## src/common/icache_pkg.sv

```systemverilog
package icache_pkg;

    // cache geometry
    localparam int WORD_W  = 32;
    localparam int TAG_W   = 20;
    localparam int INDEX_W = 7;
    localparam int BANK_W  = 3;
    localparam int BYTE_W  = 2;
    localparam int SET_NUM = 128;
    localparam int LINE_W  = 256;
    localparam int TAGV_W  = 21;

    // cache-op modes, all three invalidate the whole set
    localparam logic [1:0] CACOP_IDX_INV0 = 2'd0;
    localparam logic [1:0] CACOP_IDX_INV1 = 2'd1;
    localparam logic [1:0] CACOP_HIT_INV  = 2'd2;

    // decode FSM
    localparam logic [1:0] DEC_SWEEP = 2'd0;
    localparam logic [1:0] DEC_IDLE  = 2'd1;
    localparam logic [1:0] DEC_BUSY  = 2'd2;
    localparam logic [1:0] DEC_ACK   = 2'd3;

    // lookup FSM
    localparam logic [1:0] LK_IDLE = 2'd0;
    localparam logic [1:0] LK_CMP  = 2'd1;
    localparam logic [1:0] LK_WAIT = 2'd2;

    // address split, msb first
    typedef struct packed {
        logic [TAG_W-1:0]   tag;
        logic [INDEX_W-1:0] index;
        logic [BANK_W-1:0]  bank;
        logic [BYTE_W-1:0]  byte_off;
    } icache_addr_fields_t;

    // same word seen as bus address or as cache fields
    typedef union packed {
        logic [WORD_W-1:0]   raw;
        icache_addr_fields_t fields;
    } icache_addr_u;

endpackage

```

## src/icache/icache_refill.sv

```systemverilog
`timescale 1ns/100ps

module icache_refill
    import icache_pkg::*;
(
    input  logic              clk,
    input  logic              reset,
    input  logic              refill_start_i,
    input  icache_addr_u      refill_addr_i,
    input  logic              refill_uncached_i,
    output logic              mem_req_o,
    output logic [WORD_W-1:0] mem_addr_o,
    input  logic              mem_ack_i,
    input  logic [LINE_W-1:0] mem_rdata_i,
    output logic              refill_done_o,
    output logic [LINE_W-1:0] refill_line_o
);

    icache_addr_u req_addr;
    icache_addr_u pend_addr_q;
    logic         pend_q;
    logic         launch;
    logic         capture;

    // line refills start at bank 0, uncached reads keep the word
    always_comb begin
        req_addr                 = refill_addr_i;
        req_addr.fields.byte_off = '0;
        if (!refill_uncached_i) begin
            req_addr.fields.bank = '0;
        end
    end

    // a new request waits for the previous ack to drop
    assign launch  = !mem_req_o && (refill_start_i || pend_q) && !mem_ack_i;
    assign capture = mem_req_o && mem_ack_i;

    always_ff @(posedge clk) begin
        if (reset) begin
            mem_req_o     <= 1'b0;
            refill_done_o <= 1'b0;
            pend_q        <= 1'b0;
        end else begin
            refill_done_o <= capture;
            if (capture) begin
                mem_req_o <= 1'b0;
            end else if (launch) begin
                mem_req_o <= 1'b1;
                pend_q    <= 1'b0;
            end else if (refill_start_i) begin
                pend_q <= 1'b1;
            end
        end
    end

    always_ff @(posedge clk) begin
        if (refill_start_i) begin
            pend_addr_q <= req_addr;
        end
        if (launch) begin
            mem_addr_o <= refill_start_i ? req_addr.raw : pend_addr_q.raw;
        end
        if (capture) begin
            refill_line_o <= mem_rdata_i;
        end
    end

endmodule

```

## config.mk

```make
export PLATFORM = sky130hd
export DESIGN_NAME = icache_refill
export DESIGN_NICKNAME = d
export VERILOG_FILES = /design/src/common/icache_pkg.sv /design/src/icache/icache_refill.sv
export SDC_FILE = /design/constraint.sdc
export NUM_CORES = 1
export LEC_CHECK = 0
export ABC_AREA = 1
export BUFFER_PORTS_ARGS = -buffer_cell sky130_fd_sc_hd__buf_2
export CAP_MARGIN = 20
export CORE_AREA = 2 2 228 230
export CTS_CLUSTER_SIZE = 30
export DETAILED_ROUTE_END_ITERATION = 10
export DIE_AREA = 0 0 230 232
export PLACE_DENSITY = 0.5
export SETUP_SLACK_MARGIN = 0.4
export SLEW_MARGIN = 15
export SYNTH_ARGS = -nofsm -noshare
export SYNTH_HDL_FRONTEND = slang
export SYNTH_SLANG_ARGS = --single-unit
export TNS_END_PERCENT = 100
```

## constraint.sdc

```tcl
create_clock -name clk -period 17 [get_ports clk]
set_input_delay 1.7 -clock clk [delete_from_list [all_inputs] [get_ports clk]]
set_output_delay 1.7 -clock clk [all_outputs]
set_load 0.02 [all_outputs]
```

Yosys cells after proc, flatten, opt, wreduce, memory -nomap -nowiden
Cells that the tools add are included.
{ "totals": {"ram_bits": 0, "inputBits": 293, "wordCells": 20, "ff_bits": 323, "output_inout_bits": 290, "romBits": 0, "n_memories": 0, "latchBits": 0} }
{ "op_classes": {"n_reduce_logical": 9, "n_div": 0, "n_mux": 4, "add_sub_neg": 0, "magnitude_cmp": 0, "n_shift": 0, "multipliers": 0, "n_eq_ne": 0, "n_bitwise": 1} }
{ "ops": {"columns": ["operator", "n"], "rows": [
  ["32-bit 2-to-1 mux", 1],
  ["1-bit logical AND", 3],
  ["3-bit 2-to-1 mux", 1],
  ["1-bit logical NOT", 2],
  ["1-bit 2-to-1 mux", 2],
  ["2-bit AND reduction", 1],
  ["2-bit nonzero test", 1],
  ["2-bit OR reduction", 1],
  ["1-bit logical OR", 1],
  ["1-bit inverter", 1]
]} }

Logic depth before layout (Yosys ltp)
Gate-level depths: netlist (run 1).
{ "depth": {"depth_word": 5, "mapped_depth": 5, "ltp_nobuf": 4} }

Least setup slack after synthesis (run 1)
No wires, ideal clock.
{ "synth_path": {"path_type": "input port to flip-flop", "startpoint": "input mem_ack_i", "endpoint": "register refill_line_o[0], enable pin", "required_ns": 16.394, "n_path_buf": 0, "path_slack_ns": 9.671, "arrival_time_ns": 6.723, "setup_ns": 0.606, "cell_stages": 2, "cell_sequence": "nand2_1 -> inv_1"} }
{ "synth_between": {"elab_chain_cells": 1} }
{ "synth_lines": {"columns": ["item", "line_no", "source"], "rows": [
  ["from (decl)", "icache_refill.sv:13", "input logic mem_ack_i,"],
  ["1-bit logical AND", "icache_refill.sv:36", "assign capture = mem_req_o && mem_ack_i;"],
  ["named net capture", "icache_refill.sv:23", "logic capture;"],
  ["to (signal assigned)", "icache_refill.sv:64", "refill_line_o <= mem_rdata_i;"],
  ["to (decl)", "icache_refill.sv:16", "output logic [LINE_W-1:0] refill_line_o"]
]} }
The timed path passes the listed nets, and every way through them passes these cells.
A chain may end at the register's enable or synchronous reset.

Worst setup path after layout (run 1)
{ "layout_path": {"startpoint": "input mem_ack_i", "endpoint": "register refill_line_o[121], enable pin"} }
The elaborated chain is that of the path after synthesis.

==> results.md, run 1 <==
Die:
- The overall die area is 53,360 um2.
- The width of the chip is 230 um.
- The die is 232 um tall.
- For this design the top-level I/O count stands at 583.
- The initial utilization of the core area, before any placement, comes to 19.41%.
- Row generation in the floorplan step produced 83 rows.
- The standard cell core area is 50,890 um2.

Drt:
- The detailed router placed 6,299 vias in this run.
- After the first detailed-routing iteration, the DRC count stood at 233.
- The remaining design rule violation count is 0.
- The final routed wire length divided by cell count is 17.94 um.
- The total detailed-routing wirelength is 31,620 um.
- Once detail routing completed, the nets flagged for antenna violations numbered 0.
- In the routed layout, each cell is associated on average with a via count of 3.575.
- The pre-antenna-repair detailed-routing pass consisted of 4 iterations.

Layout:
- The net count of the finished layout is 1,348.
- For this run, the share of the core covered by cells in the final layout is 28.92%.
- The share of post-route cells with drive strength above 1 is 58.87%.
- The area overhead of the layout relative to synthesis is 48.94%.
- The final instance area is 14,710 um2.
- 0 antenna diodes ended up in the layout.

Critical path:
- The sort of element at the end of the critical path is a register.
- Among all stages on the critical path, the largest delay is contributed by sky130_fd_sc_hd__buf_12.
- The worst endpoint required time is 17,160 ps.
- The signal arrival time at the worst endpoint is 3430 ps.
- The startpoint type of the worst setup path is a primary input.
- Among cell families on the critical path, the largest total delay comes from buffers and inverters.
- The worst-path maximum fanout is 150.
- Together, buffers and inverters on the worst path number 3.
- The delay of the slowest critical-path stage is 680 ps.
- Traced cell by cell, the critical path runs through buf_2 -> nand2_1 -> inv_8 -> buf_12.
- The type of the worst setup path is primary input to register.

Synthesis:
- Synthesis inferred 323 register bits.
- sky130_fd_sc_hd__edfxtp_1 takes more of the synthesized area than any other cell.
- The commonest cells after synthesis are sky130_fd_sc_hd__edfxtp_1, sky130_fd_sc_hd__nand2_1, sky130_fd_sc_hd__dfxtp_1.
- Yosys mapped the design onto 11 distinct sky130hd cell types.
- The top cell type by area accounts for 87.54% of the synthesized area.
- The most used flip-flop cell after synthesis is sky130_fd_sc_hd__edfxtp_1.
- The leading cell type by number of instances after synthesis is sky130_fd_sc_hd__edfxtp_1.
- The number of nets in the synthesized netlist is 734.
- In the post-synthesis netlist, the biggest area contributors are sky130_fd_sc_hd__edfxtp_1, sky130_fd_sc_hd__dfxtp_1, sky130_fd_sc_hd__nand2_1.
- The post-synthesis cell count is 441.
- The total of warnings raised by yosys is 0.
- In the synthesized netlist the async set-or-reset flop fraction comes to 0%.
- The sequential cell area fraction in the yosys report is 94.63%.
- In this run, synthesis inferred 288 flip-flops with an integrated enable.
- After synthesis the cells add up to 9879 um2.
- The synthesized area per cell is 22.40 um2.

Clocking:
- The tree built by TritonCTS fans out to 323 sinks.
- The number of gates resized after CTS was 0.
- The number of buffers inserted for hold repair after clock tree synthesis is 0.
- The tree is rooted in a sky130_fd_sc_hd__clkbuf_16.
- The TritonCTS buffer count is 37.
- TritonCTS built the clock tree.
- The maximum level of the CTS H-tree is 2.
- Post-CTS timing repair inserted 0 buffers for setup.
- The longest clock path from root to sink contains 3 buffers.
- The worst-skew pair later-pin latency is 530 ps.
- The clock-pin slew on the worst setup and hold paths is 60 ps.

Global route:
- The pin count of the biggest net entering global routing is 151.
- The met3 routing resource usage after global routing is 5.562%.
- For this run the aggregate overflow at the end of global routing stands at 0.
- Global routing consumed, over all layers together, 11.14% of the routing resources.
- The global-route layer with the greatest usage is met2.
- The first global-routing pass estimated 42,840 um of wire.
- The number of global-route vias before repair is 6,436.
- For met2 alone, demand over resource in global routing was 19.67%.
- For this run, global-route usage on met1 was measured as 11.39%.
- The number of antenna violations at the first check in global routing is 12.

Timing:
- The final count of hold timing violations is 0.
- The worst clock skew is 10.40 ps.
- The final cycle utilization of the critical path is 19.24%.
- Setup violations remaining at the end of the flow were counted as 0.
- The post-route worst hold slack is 418.6 ps.
- The measured slew at the worst slew-check pin is 851.8 ps.
- The number of pins exceeding their max-slew limit in the final report was 0.
- The worst relative slew slack is 43.21%.
- The post-route minimum period is 3270 ps.
- Setup total negative slack on the finished layout was measured at 0 ps.
- Setup repair after global routing left no endpoint under its margin.
- Static timing analysis puts the maximum clock frequency at 0.3058 GHz.

Placement:
- Buffers placed on the I/O ports in this run total 580.
- Summing all placed instances gives a cell area of 13,590 um2.
- The placed wire-length estimate is 24,290 um.
- The weighted congestion reported at the end of routability-driven placement is 0.7898.

Min path:
- The worst hold path belongs to the class register to register.

Pwr:
- Summing internal, switching and leakage power gives 1.758 mW.
- The ratio of total power to cell area is 119.5 nW/um2.
- The worst-case IR drop observed on VDD is 82.87 uV.
- The leakage power summed over all cells is 6.098 nW.

Outcome:
- The flow ran to the end, and the final reports show no timing, DRC or antenna violations.

Job:
- The max-capacitance violation count is 0.
final timing paths:
check / from / end / slack [ps] / cells past startpoint
worst max-delay path: mem_ack_i / refill_line_o[121] / 13730 / 4
worst min register to register: pend_addr_q[1] / pend_addr_q[1] / 420 / 2
worst max register to register: mem_req_o / refill_line_o[121] / 14610 / 3
worst min-delay path: pend_addr_q[1] / pend_addr_q[1] / 420 / 2
power by group:
part	total (mW)	switching [mW]	internal [mW]
Clock	0.752	0.309	0.442
Combinational	0.103	0.0632	0.0393
Sequential	0.903	0.00674	0.897
tightest hold or removal path, delay by kind of cell, from the launching register on:
family / cells / cell delay (ps)
buf+inv: 1 / 40
flops: 1 / 290
simple gates: 1 / 40
cell type report:
| type | count | area, um2 |
|---|---|---|
| Timing Repair Buffer | 582 | 2930 |
| Tap cell | 680 | 850.8 |
| Inverter | 9 | 48.80 |
| Sequential cell | 323 | 9349 |
| Fill cell | 5253 | 36170 |
| Clock buffer | 53 | 1006 |
| Clock inverter | 13 | 121.4 |
| Multi-Input combinational cell | 102 | 407.9 |
state kept, by name, summed over array words and instances, names as in the netlist:
register and cells:
refill_line_o 256, mem_addr_o 32, pend_addr_q 32, mem_req_o 1, pend_q 1, refill_done_o 1
metrics by stage:
step	setup WS [ps]	cells
after floorplan	9671	441
after global placement	13230	1696
after detailed placement	13270	1696
after CTS	13860	1762
after global routing	13630	1762
final	13730	1762
logic make-up after synthesis:
family	after synthesis	synth area share, %
buffers and inverters	16	1.266
AOI/OAI and AO/OA	1	0.08867
and+or+nand+nor	101	4.015
DFF	323	94.63
routing by layer:
metal	routed length, um	vias up
li1	-	2878
met1	10820	2971
met2	16260	351
met3	3584	77
met4	799	22
met5	159	-
layout by cell type (no fill, tap or decap):
| cell | count |
|---|---|
| sky130_fd_sc_hd__a21oi_2 | 1 |
| sky130_fd_sc_hd__buf_12 | 1 |
| sky130_fd_sc_hd__buf_2 | 580 |
| sky130_fd_sc_hd__buf_4 | 1 |
| sky130_fd_sc_hd__bufinv_16 | 2 |
| sky130_fd_sc_hd__clkbuf_1 | 14 |
| sky130_fd_sc_hd__clkbuf_16 | 37 |
| sky130_fd_sc_hd__clkbuf_8 | 2 |
| sky130_fd_sc_hd__clkinv_1 | 6 |
| sky130_fd_sc_hd__clkinv_2 | 1 |
| sky130_fd_sc_hd__clkinv_4 | 1 |
| sky130_fd_sc_hd__clkinvlp_4 | 1 |
| sky130_fd_sc_hd__dfxtp_1 | 35 |
| sky130_fd_sc_hd__edfxtp_1 | 288 |
| sky130_fd_sc_hd__inv_1 | 7 |
| sky130_fd_sc_hd__inv_6 | 2 |
| sky130_fd_sc_hd__inv_8 | 2 |
| sky130_fd_sc_hd__nand2_1 | 86 |
| sky130_fd_sc_hd__nand2_2 | 5 |
| sky130_fd_sc_hd__nand3_1 | 4 |
| sky130_fd_sc_hd__nor2_1 | 5 |
| sky130_fd_sc_hd__nor2_2 | 1 |
No activity file was read; power rests on OpenSTA's default activity.
==> inputs of run 2 (changes only) <==
--- a/config.mk
+++ b/config.mk
@@ -5,14 +5,14 @@
 export SDC_FILE = /design/constraint.sdc
 export NUM_CORES = 1
 export LEC_CHECK = 0
-export ABC_AREA = 1
+export ABC_AREA = 0
 export BUFFER_PORTS_ARGS = -buffer_cell sky130_fd_sc_hd__buf_2
 export CAP_MARGIN = 20
-export CORE_AREA = 2 2 228 230
+export CORE_AREA = 2 2 230 232
 export CTS_CLUSTER_SIZE = 30
 export DETAILED_ROUTE_END_ITERATION = 10
-export DIE_AREA = 0 0 230 232
-export PLACE_DENSITY = 0.5
+export DIE_AREA = 0 0 232 234
+export PLACE_DENSITY = 0.51
 export SETUP_SLACK_MARGIN = 0.4
 export SLEW_MARGIN = 15
 export SYNTH_ARGS = -nofsm -noshare
==> constraint.sdc (replaced) <==
create_clock -name clk -period 3 [get_ports clk]
set_input_delay 0.3 -clock clk [delete_from_list [all_inputs] [get_ports clk]]
set_output_delay 0.3 -clock clk [all_outputs]
set_load 0.02 [all_outputs]
==> run 2 against run 1 <==
Via count is 12% higher. Setup slack lost 12000 ps. First-iteration DRC count rose by 6.9%. Non-clock buffer count grew 284. Sequential share of layout area is 11 points lower. Register-to-register slack got worse by 13000 ps. Area after synthesis shrank 0.47%. Critical endpoint is now refill_line_o[68]. Largest power group unchanged.
==> results.md, run 2 <==
Timing:
- Measured against its own limit, the worst slew margin works out to 63.70%.
- The number of pins exceeding their max-slew limit in the final report is 0.
- Across the routed clock network, the largest skew measured is 13.62 ps.
- At the pin with the least slew margin, the transition time is 544.5 ps.
- The final count of hold timing violations is 0.
- Setup repair after global routing left no endpoint under its margin.
- The final-report setup violation count is 0.
- The final cycle utilization of the critical path is 58.76%.
- The fmax is 0.5673 GHz.
- The post-route minimum period is 1763 ps.
- Adding up every negative setup slack in the final design gives 0 ps.

Drt:
- The remaining design rule violation count is 0.
- The starting DRC count in detailed routing is 249.
- The total detailed-routing wirelength is 33,410 um.
- Once detail routing completed, the nets flagged for antenna violations numbered 0.
- For this block, the via count after detailed routing is 7,086.
- The average via count per standard cell is 3.554.
- The final routed wire length divided by cell count is 16.76 um.
- The number of detailed-route iterations in the first pass is 4.

Layout:
- The final layout contains 1,568 nets.
- The area overhead of the layout relative to synthesis is 79.43%.
- The utilization after layout is 33.91%.
- In the final layout, the share of cells above drive strength 1 is 51.11%.
- The register with the most flip-flops in the layout has 256 of them.
- The largest registers in the layout are refill_line_o (256), mem_addr_o (32), pend_addr_q (32).
- The library cell used most frequently in the layout, excluding fill and tap cells, is sky130_fd_sc_hd__buf_2.
- Leaving out fill and tap cells, the most frequent cells in the layout are sky130_fd_sc_hd__buf_2, sky130_fd_sc_hd__edfxtp_1, sky130_fd_sc_hd__dlygate4sd3_1.
- More flip-flops sit in one register than any other, and that register is refill_line_o.

Synthesis:
- The commonest cells after synthesis are sky130_fd_sc_hd__edfxtp_1, sky130_fd_sc_hd__dfxtp_1, sky130_fd_sc_hd__mux2_2.
- The async set-or-reset flop fraction in the synthesized netlist is 0%.
- Yosys mapped the design onto 16 distinct sky130hd cell types.
- Of the post-synthesis cell area, the dominant cell type holds 87.95%.
- The synthesized area per cell is 26.29 um2.
- After synthesis the cells add up to 9833 um2.
- When the netlist entered floorplanning its net count stood at 667.
- The largest total area in the synthesized netlist belongs to sky130_fd_sc_hd__edfxtp_1.
- After technology mapping, the gate count stands at 374.
- In this run, synthesis inferred 288 flip-flops with an integrated enable.
- The leading cell type by number of instances after synthesis is sky130_fd_sc_hd__edfxtp_1.
- The total of warnings raised by yosys is 0.
- In the synthesized netlist the dominant register cell turns out to be sky130_fd_sc_hd__edfxtp_1.
- Counting flops and latches in the post-synthesis netlist gives 323.
- The sequential cell area fraction in the yosys report is 95.08%.
- After synthesis, the cell types taking the most area are sky130_fd_sc_hd__edfxtp_1, sky130_fd_sc_hd__dfxtp_1, sky130_fd_sc_hd__mux2_2.

Global route:
- The first global-routing pass estimated 45,310 um of wire.
- For this run the aggregate overflow at the end of global routing stands at 0.
- The number of global-route vias before repair came to 7,488.
- Entering global routing, the biggest net connects 93 pins.
- The global routing usage summed across all routing layers is 11.41%.
- The number of antenna violations at the first check in global routing came to 5.

Die:
- The die is 232 um wide.
- The initial core utilization is 18.90%.
- 583 I/O pins were placed.
- The die covers 54,290 um2.
- The vertical die dimension is 234 um.
- The standard cell core area is 52,020 um2.
- After floorplanning, the core was divided into 84 placement rows.

Critical path:
- The worst setup path is captured at a register.
- The launch point of the critical path is mem_req_o.
- The startpoint identified for the worst register-to-register timing path is mem_req_o.
- The worst reg2reg path depth is 2.
- The endpoint of the lowest-slack register-to-register path is refill_line_o[68].
- The type of the worst setup path is register to register.
- The slack of the worst reg-to-reg path is 1240 ps.
- The worst endpoint required time is 3160 ps.
- The startpoint type of the worst setup path is a register.
- Along the worst path, the maximum fanout reaches 92.
- The signal arrival time at the worst endpoint is 1930 ps.

Clocking:
- The number of buffers added for setup after CTS is 0.
- The worst-skew pair later-pin latency is 530 ps.
- The CTS tree is yes.
- In this run, CTS created clock tree buffers numbering 37.
- The clock root buffer master is sky130_fd_sc_hd__clkbuf_16.
- The H-tree was split into 2 levels.
- The maximum clock insertion buffer count is 3.
- CTS saw 323 sinks.
- The clock-pin slew on the worst setup and hold paths is 60 ps.

Min path:
- Counting instances, the worst hold path has a depth of 1.
- The worst hold path belongs to the class primary input to register.
- The startpoint of the tightest hold check path is mem_rdata_i[162].
- The hold-critical path endpoint is refill_line_o[162].

Pwr:
- VDD sags by at most 404.4 uV.
- For this design the ratio of total power to cell area is 586.1 nW/um2.
- The leakage power summed over all cells is 7.188 nW.

Placement:
- After legalization and detailed placement, the total HPWL measured 23,790 um.
- The number of input and output port buffers inserted is 580.
- The congestion estimate from routability-driven global placement came to 0.7575.

Job:
- The max-capacitance violation count is 0.

Outcome:
- The run finished with clean final reports.
## run 2: cell types whose count changed in the layout (fill, tap and decap cells not counted), moves of 4 or more
cell and delta:
sky130_fd_sc_hd__mux2_2 +17, sky130_fd_sc_hd__mux2_4 +10, sky130_fd_sc_hd__dlygate4sd3_1 +281, sky130_fd_sc_hd__nand2_1 -86, sky130_fd_sc_hd__nand2_2 -5, sky130_fd_sc_hd__clkbuf_16 +4
sky130_fd_sc_hd__nor2_1 -4
## run 2: layout make-up
cell class | count | area [um2]
Clock buffer | 55 | 1099
Antenna cell | 3 | 7.507
Multi-Input combinational cell | 43 | 447.9
Inverter | 4 | 15.01
Tap cell | 688 | 860.8
Timing Repair Buffer | 866 | 5791
Clock inverter | 12 | 70.07
Sequential cell | 323 | 9353
Fill cell | 5046 | 34380
## run 2: worst max-delay path by stage
| stage | to |
|---|---|
| finish | refill_line_o[68] |
| global placement | refill_line_o[116] |
| CTS | refill_line_o[14] |
| detailed placement | refill_line_o[0] |
| global route | refill_line_o[222] |
| floorplan | refill_line_o[0] |
## run 2: kinds of logic (layout without fill, tap and decap cells)
family	Yosys count	count (layout)	synth area share (%)
DFF	323	323	95.08
muxes	27	27	3.474
and+or+nand+nor	11	11	0.5979
buffers and inverters	8	937	0.5089
AOI/OAI and AO/OA	5	5	0.3435
other	0	3	0
## run 2: report_power, final
group | switching [mW] | internal, mW | total [mW]
Combinational | 0.408 | 0.491 | 0.899
Clock | 1.77 | 2.55 | 4.32
Sequential | 0.0420 | 5.08 | 5.13
## run 2: per-layer routing
metal	global-route usage, %	vias up	part of all wire (%)	routed length [um]
met2	20.71	372	51	17190
met5	0	-	0.072	24
li1	-	3292	-	-
met4	4.267	4	2.9	958
met1	11.81	3372	36	12160
met3	4.536	46	9.2	3076
## run 2: repair_timing
item | CTS | global route
endpoints found under the hold margin | 280 | 0
gates resized for setup | 0 | 0
hold buffers | 281 | 0
## run 2: critical path, stage by stage (launching register included)
cell	delay [ps]
sky130_fd_sc_hd__dfxtp_4	380
sky130_fd_sc_hd__and2_4	450
sky130_fd_sc_hd__buf_12	420
## run 2: through the flow
step,setup slack (ps),instance area (um2),total power [mW],hold WS [ps],std cells
5_1_grt,1162,17640,10.75,12.10,1992
3_3_place_gp,1174,13650,5.812,454.1,1643
3_5_place_dp,1132,13650,5.828,456.9,1643
4_1_cts,1237,17640,10.53,7.729,1991
6_report,1237,17640,10.34,41.25,1994
2_1_floorplan,343.3,9844,5.472,367.1,374
==> inputs of run 3 (changes only) <==
--- a/config.mk
+++ b/config.mk
@@ -5,14 +5,14 @@
 export SDC_FILE = /design/constraint.sdc
 export NUM_CORES = 1
 export LEC_CHECK = 0
-export ABC_AREA = 0
+export ABC_AREA = 1
 export BUFFER_PORTS_ARGS = -buffer_cell sky130_fd_sc_hd__buf_2
 export CAP_MARGIN = 20
-export CORE_AREA = 2 2 230 232
+export CORE_AREA = 2 2 224 226
 export CTS_CLUSTER_SIZE = 30
 export DETAILED_ROUTE_END_ITERATION = 10
-export DIE_AREA = 0 0 232 234
-export PLACE_DENSITY = 0.51
+export DIE_AREA = 0 0 226 228
+export PLACE_DENSITY = 0.53
 export SETUP_SLACK_MARGIN = 0.4
 export SLEW_MARGIN = 15
 export SYNTH_ARGS = -nofsm -noshare
==> constraint.sdc (replaced) <==
create_clock -name clk -period 1.5 [get_ports clk]
set_input_delay 0.15 -clock clk [delete_from_list [all_inputs] [get_ports clk]]
set_output_delay 0.15 -clock clk [all_outputs]
set_load 0.02 [all_outputs]
==> run 3 against run 2 <==
Sequential cell count unchanged. Design area rose by 15%. Largest cell class unchanged. Clock-buffer cell count is 6 lower. Cell count grew 5.8%. Highest routed layer unchanged.
==> results.md, run 3 (synthesized netlist as in run 1, its figures left out) <==
Pwr:
- In this run the power density over the cells is 1048 nW/um2.
- After layout, the design draws a total of 21.34 mW.
- In this run switching power makes up 22.03% of total power.
- The net load switching power is 4.702 mW.
- The internal power is 16.64 mW.
- The leakage power summed over all cells is 8.409 nW.
- The worst-case IR drop observed on VDD is 796.4 uV.
- The sequential share of power is 48.2%.
- Per report_power, the combinational group accounts for 10.9% of the total.
- The clock share of power is 40.8%.

Global route:
- The number of global-route vias before repair came to 8,500.
- Global routing finished with a remaining overflow of 0.
- The number of antenna violations at the first check in global routing was 9.
- Across every metal layer, demand over resource in global routing totals 13.82%.
- Entering global routing, the biggest net connects 38 pins.
- The global-route wire length before repair is 52,170 um.

Layout:
- The share of post-route cells with drive strength above 1 is 49.34%.
- The number of flip-flops in the largest register is 256.
- More flip-flops sit in one register than any other, and that register is refill_line_o.
- The multi-input combinational cell area is 427.9 um2.
- Leaving out fill and tap cells, the most frequent cells in the layout are sky130_fd_sc_hd__buf_2, sky130_fd_sc_hd__dlygate4sd3_1, sky130_fd_sc_hd__edfxtp_1.
- The utilization after layout is 41.25%.
- The largest registers in the layout are refill_line_o (256), mem_addr_o (32), pend_addr_q (32).
- The number of fill cells in the layout is 4,372.
- The number of standard cells in the layout, taps in and fillers out is 2,110.
- The area occupied by registers is 9354 um2.
- Compared with the post-synthesis result, the final layout area differs by 106.1%.
- The net count of the finished layout is 1,698.
- The most common cell after layout, fill and taps aside is sky130_fd_sc_hd__buf_2.

Clocking:
- TritonCTS built the clock tree.
- The maximum clock insertion buffer count is 3.
- The sink count of the clock tree is 323.
- The later pin in the worst-skew pair is clocked with a latency of 540 ps.
- The maximum level of the CTS H-tree is 2.
- Buffers inserted during clock tree synthesis total 37.
- The tree is rooted in a sky130_fd_sc_hd__clkbuf_16.
- After clock tree synthesis, the clock-pin slew on the worst setup and hold paths is 60 ps.

Job:
- The max-capacitance violation count is 0.

Drt:
- The final routed wire length divided by cell count is 18.68 um.
- The remaining design rule violation count is 0.
- Dividing the detail-routed via count by the number of cells gives 3.729.
- The number of detailed-route iterations in the first pass is 4.
- The routed layout has 7,868 vias.
- The starting DRC count in detailed routing is 262.
- After detailed routing, the total wire length is 39,420 um.
- The count of nets left with antenna violations once routing finished came out at 0.

Critical path:
- Data arrives at the worst endpoint at 1660 ps.
- The startpoint type of the worst setup path is a register.
- STA classifies the critical path endpoint as a register.
- The critical path is of the register to register type.
- The critical path crosses 6 cells after its start point.
- The cell with the biggest individual delay on the critical path is sky130_fd_sc_hd__dfxtp_4.
- The number of buffers and inverters on the critical path is 5.
- The worst register-to-register path has a depth of 6.
- The largest single stage delay on the critical path is 350 ps.
- Walking the worst path, the cells encountered are nand2_4 -> clkinvlp_4 -> buf_12 -> buf_16 -> buf_12 -> buf_16.
- STA puts the critical path data required time at 1810 ps.
- The worst-path maximum fanout is 5.
- The kind of cell with the highest combined delay along the critical path is buffers and inverters.

Timing:
- The number of pins exceeding their max-slew limit in the final report is 0.
- The fmax is 0.7375 GHz.
- The final count of hold timing violations was 0.
- Setup repair after global routing could not meet its margin everywhere.
- Headroom to the max-slew limit came out at 76.61%.
- The worst path in the final design needs a cycle of 1356 ps, including I/O delays and setup.
- Across the routed clock network, the largest skew measured is 14.65 ps.
- At the pin with the least slew margin, the transition time is 350.9 ps.
- The final-report setup violation count is 0.
- The worst path uses 90.40% of the clock period.

Die:
- For this configuration, the core starts out at a cell density of 20.02%.
- The vertical die dimension is 228 um.
- The core region is 49,350 um2.
- The number of core rows is 82.
- The floorplan step defined a die boundary enclosing 51,530 um2.
- 583 I/O pins were placed.
- The width of the chip is 226 um.

Placement:
- The count of buffers added on input and output ports is 580.
- Once placement completed, the tool counted placed cells totaling 1,707.
- The placed wire-length estimate is 25,090 um.
- The weighted congestion reported at the end of routability-driven placement is 0.7984.

Outcome:
- The run finished with clean final reports.

Min path:
- The class of the most critical hold timing path is primary input to register.
- The worst hold path was traced through 4 stages.
==> run 3: cell types whose count changed in the layout (fill, tap and decap cells not counted), moves of 5 or more <==
cell                            previous run  this run
sky130_fd_sc_hd__buf_12                    3         8
sky130_fd_sc_hd__buf_16                    0        13
sky130_fd_sc_hd__buf_2                   580       328
sky130_fd_sc_hd__buf_4                     2        12
sky130_fd_sc_hd__buf_6                     0       262
sky130_fd_sc_hd__clkbuf_16                41        50
sky130_fd_sc_hd__dlygate4sd3_1           281       290
sky130_fd_sc_hd__mux2_2                   17         0
sky130_fd_sc_hd__mux2_4                   10         0
sky130_fd_sc_hd__nand2_1                   0        84
sky130_fd_sc_hd__nand2_2                   0         5
==> run 3: area by class of cell <==
type | instances | area share [%]
Antenna cell | 5 | 0.06146
Clock buffer | 49 | 5.132
Clock inverter | 18 | 0.6638
Inverter | 9 | 0.2335
Multi-Input combinational cell | 102 | 2.102
Sequential cell | 323 | 45.95
Tap cell | 672 | 4.130
Timing Repair Buffer | 932 | 41.73
==> run 3: path summary, 6_finish.rpt <==
path	start	end	slack [ps]
max	mem_req_o	refill_line_o[0]	140
min reg2reg	pend_addr_q[0]	pend_addr_q[0]	420
min	refill_start_i	pend_addr_q[4]	30
max reg2reg	mem_req_o	refill_line_o[0]	140
==> run 3: worst reg2reg max path: stages, from the launching register on <==
cell                         delay (ps)
sky130_fd_sc_hd__dfxtp_4            350
sky130_fd_sc_hd__nand2_4             70
sky130_fd_sc_hd__clkinvlp_4         150
sky130_fd_sc_hd__buf_12             170
sky130_fd_sc_hd__buf_16             150
sky130_fd_sc_hd__buf_12             140
sky130_fd_sc_hd__buf_16             120
==> run 3: power groups by stage <==
stage          Clock, mW  Combinational [mW]  Sequential (mW)
6_report            8.71                2.33             10.3
5_1_grt             9.33                2.48             10.3
4_1_cts             9.01                2.17             10.3
3_5_place_dp           0                1.25             10.4
3_3_place_gp           0                1.22             10.4
2_1_floorplan          0               0.214             10.7
==> run 3: metrics by stage <==
step	instance area [um2]	hold slack, ps	setup TNS [ps]	setup WS (ps)
floorplan	9905	222.4	-807900	-3156
global placement	13850	326.5	0	200.7
detailed placement	13850	328.2	0	173.5
CTS	19460	-49.55	0	106.4
global route	20360	45.32	0	91.66
finish	20360	34.43	0	144.0
==> run 3: repair_timing <==
action / 4_1_cts / 5_1_grt
endpoints found under the hold margin: 319 / 3
hold buffers: 296 / 1
pin swaps: 0 / 2
resized for setup: 355 / 188
setup endpoints to repair: 570 / 585
gates cloned: 8 / 11
buffers inserted: 13 / 5
==> run 3: metal layers <==
metal  vias up  GRT usage, %  wire (um)  share of wire, %
met5         -             0         51              0.13
met4         8         6.147       1643               4.2
met3        88         4.663       3064               7.8
met2       362         24.84      20400                52
met1      3817         14.49      14260                36
li1       3593             -          -                 -
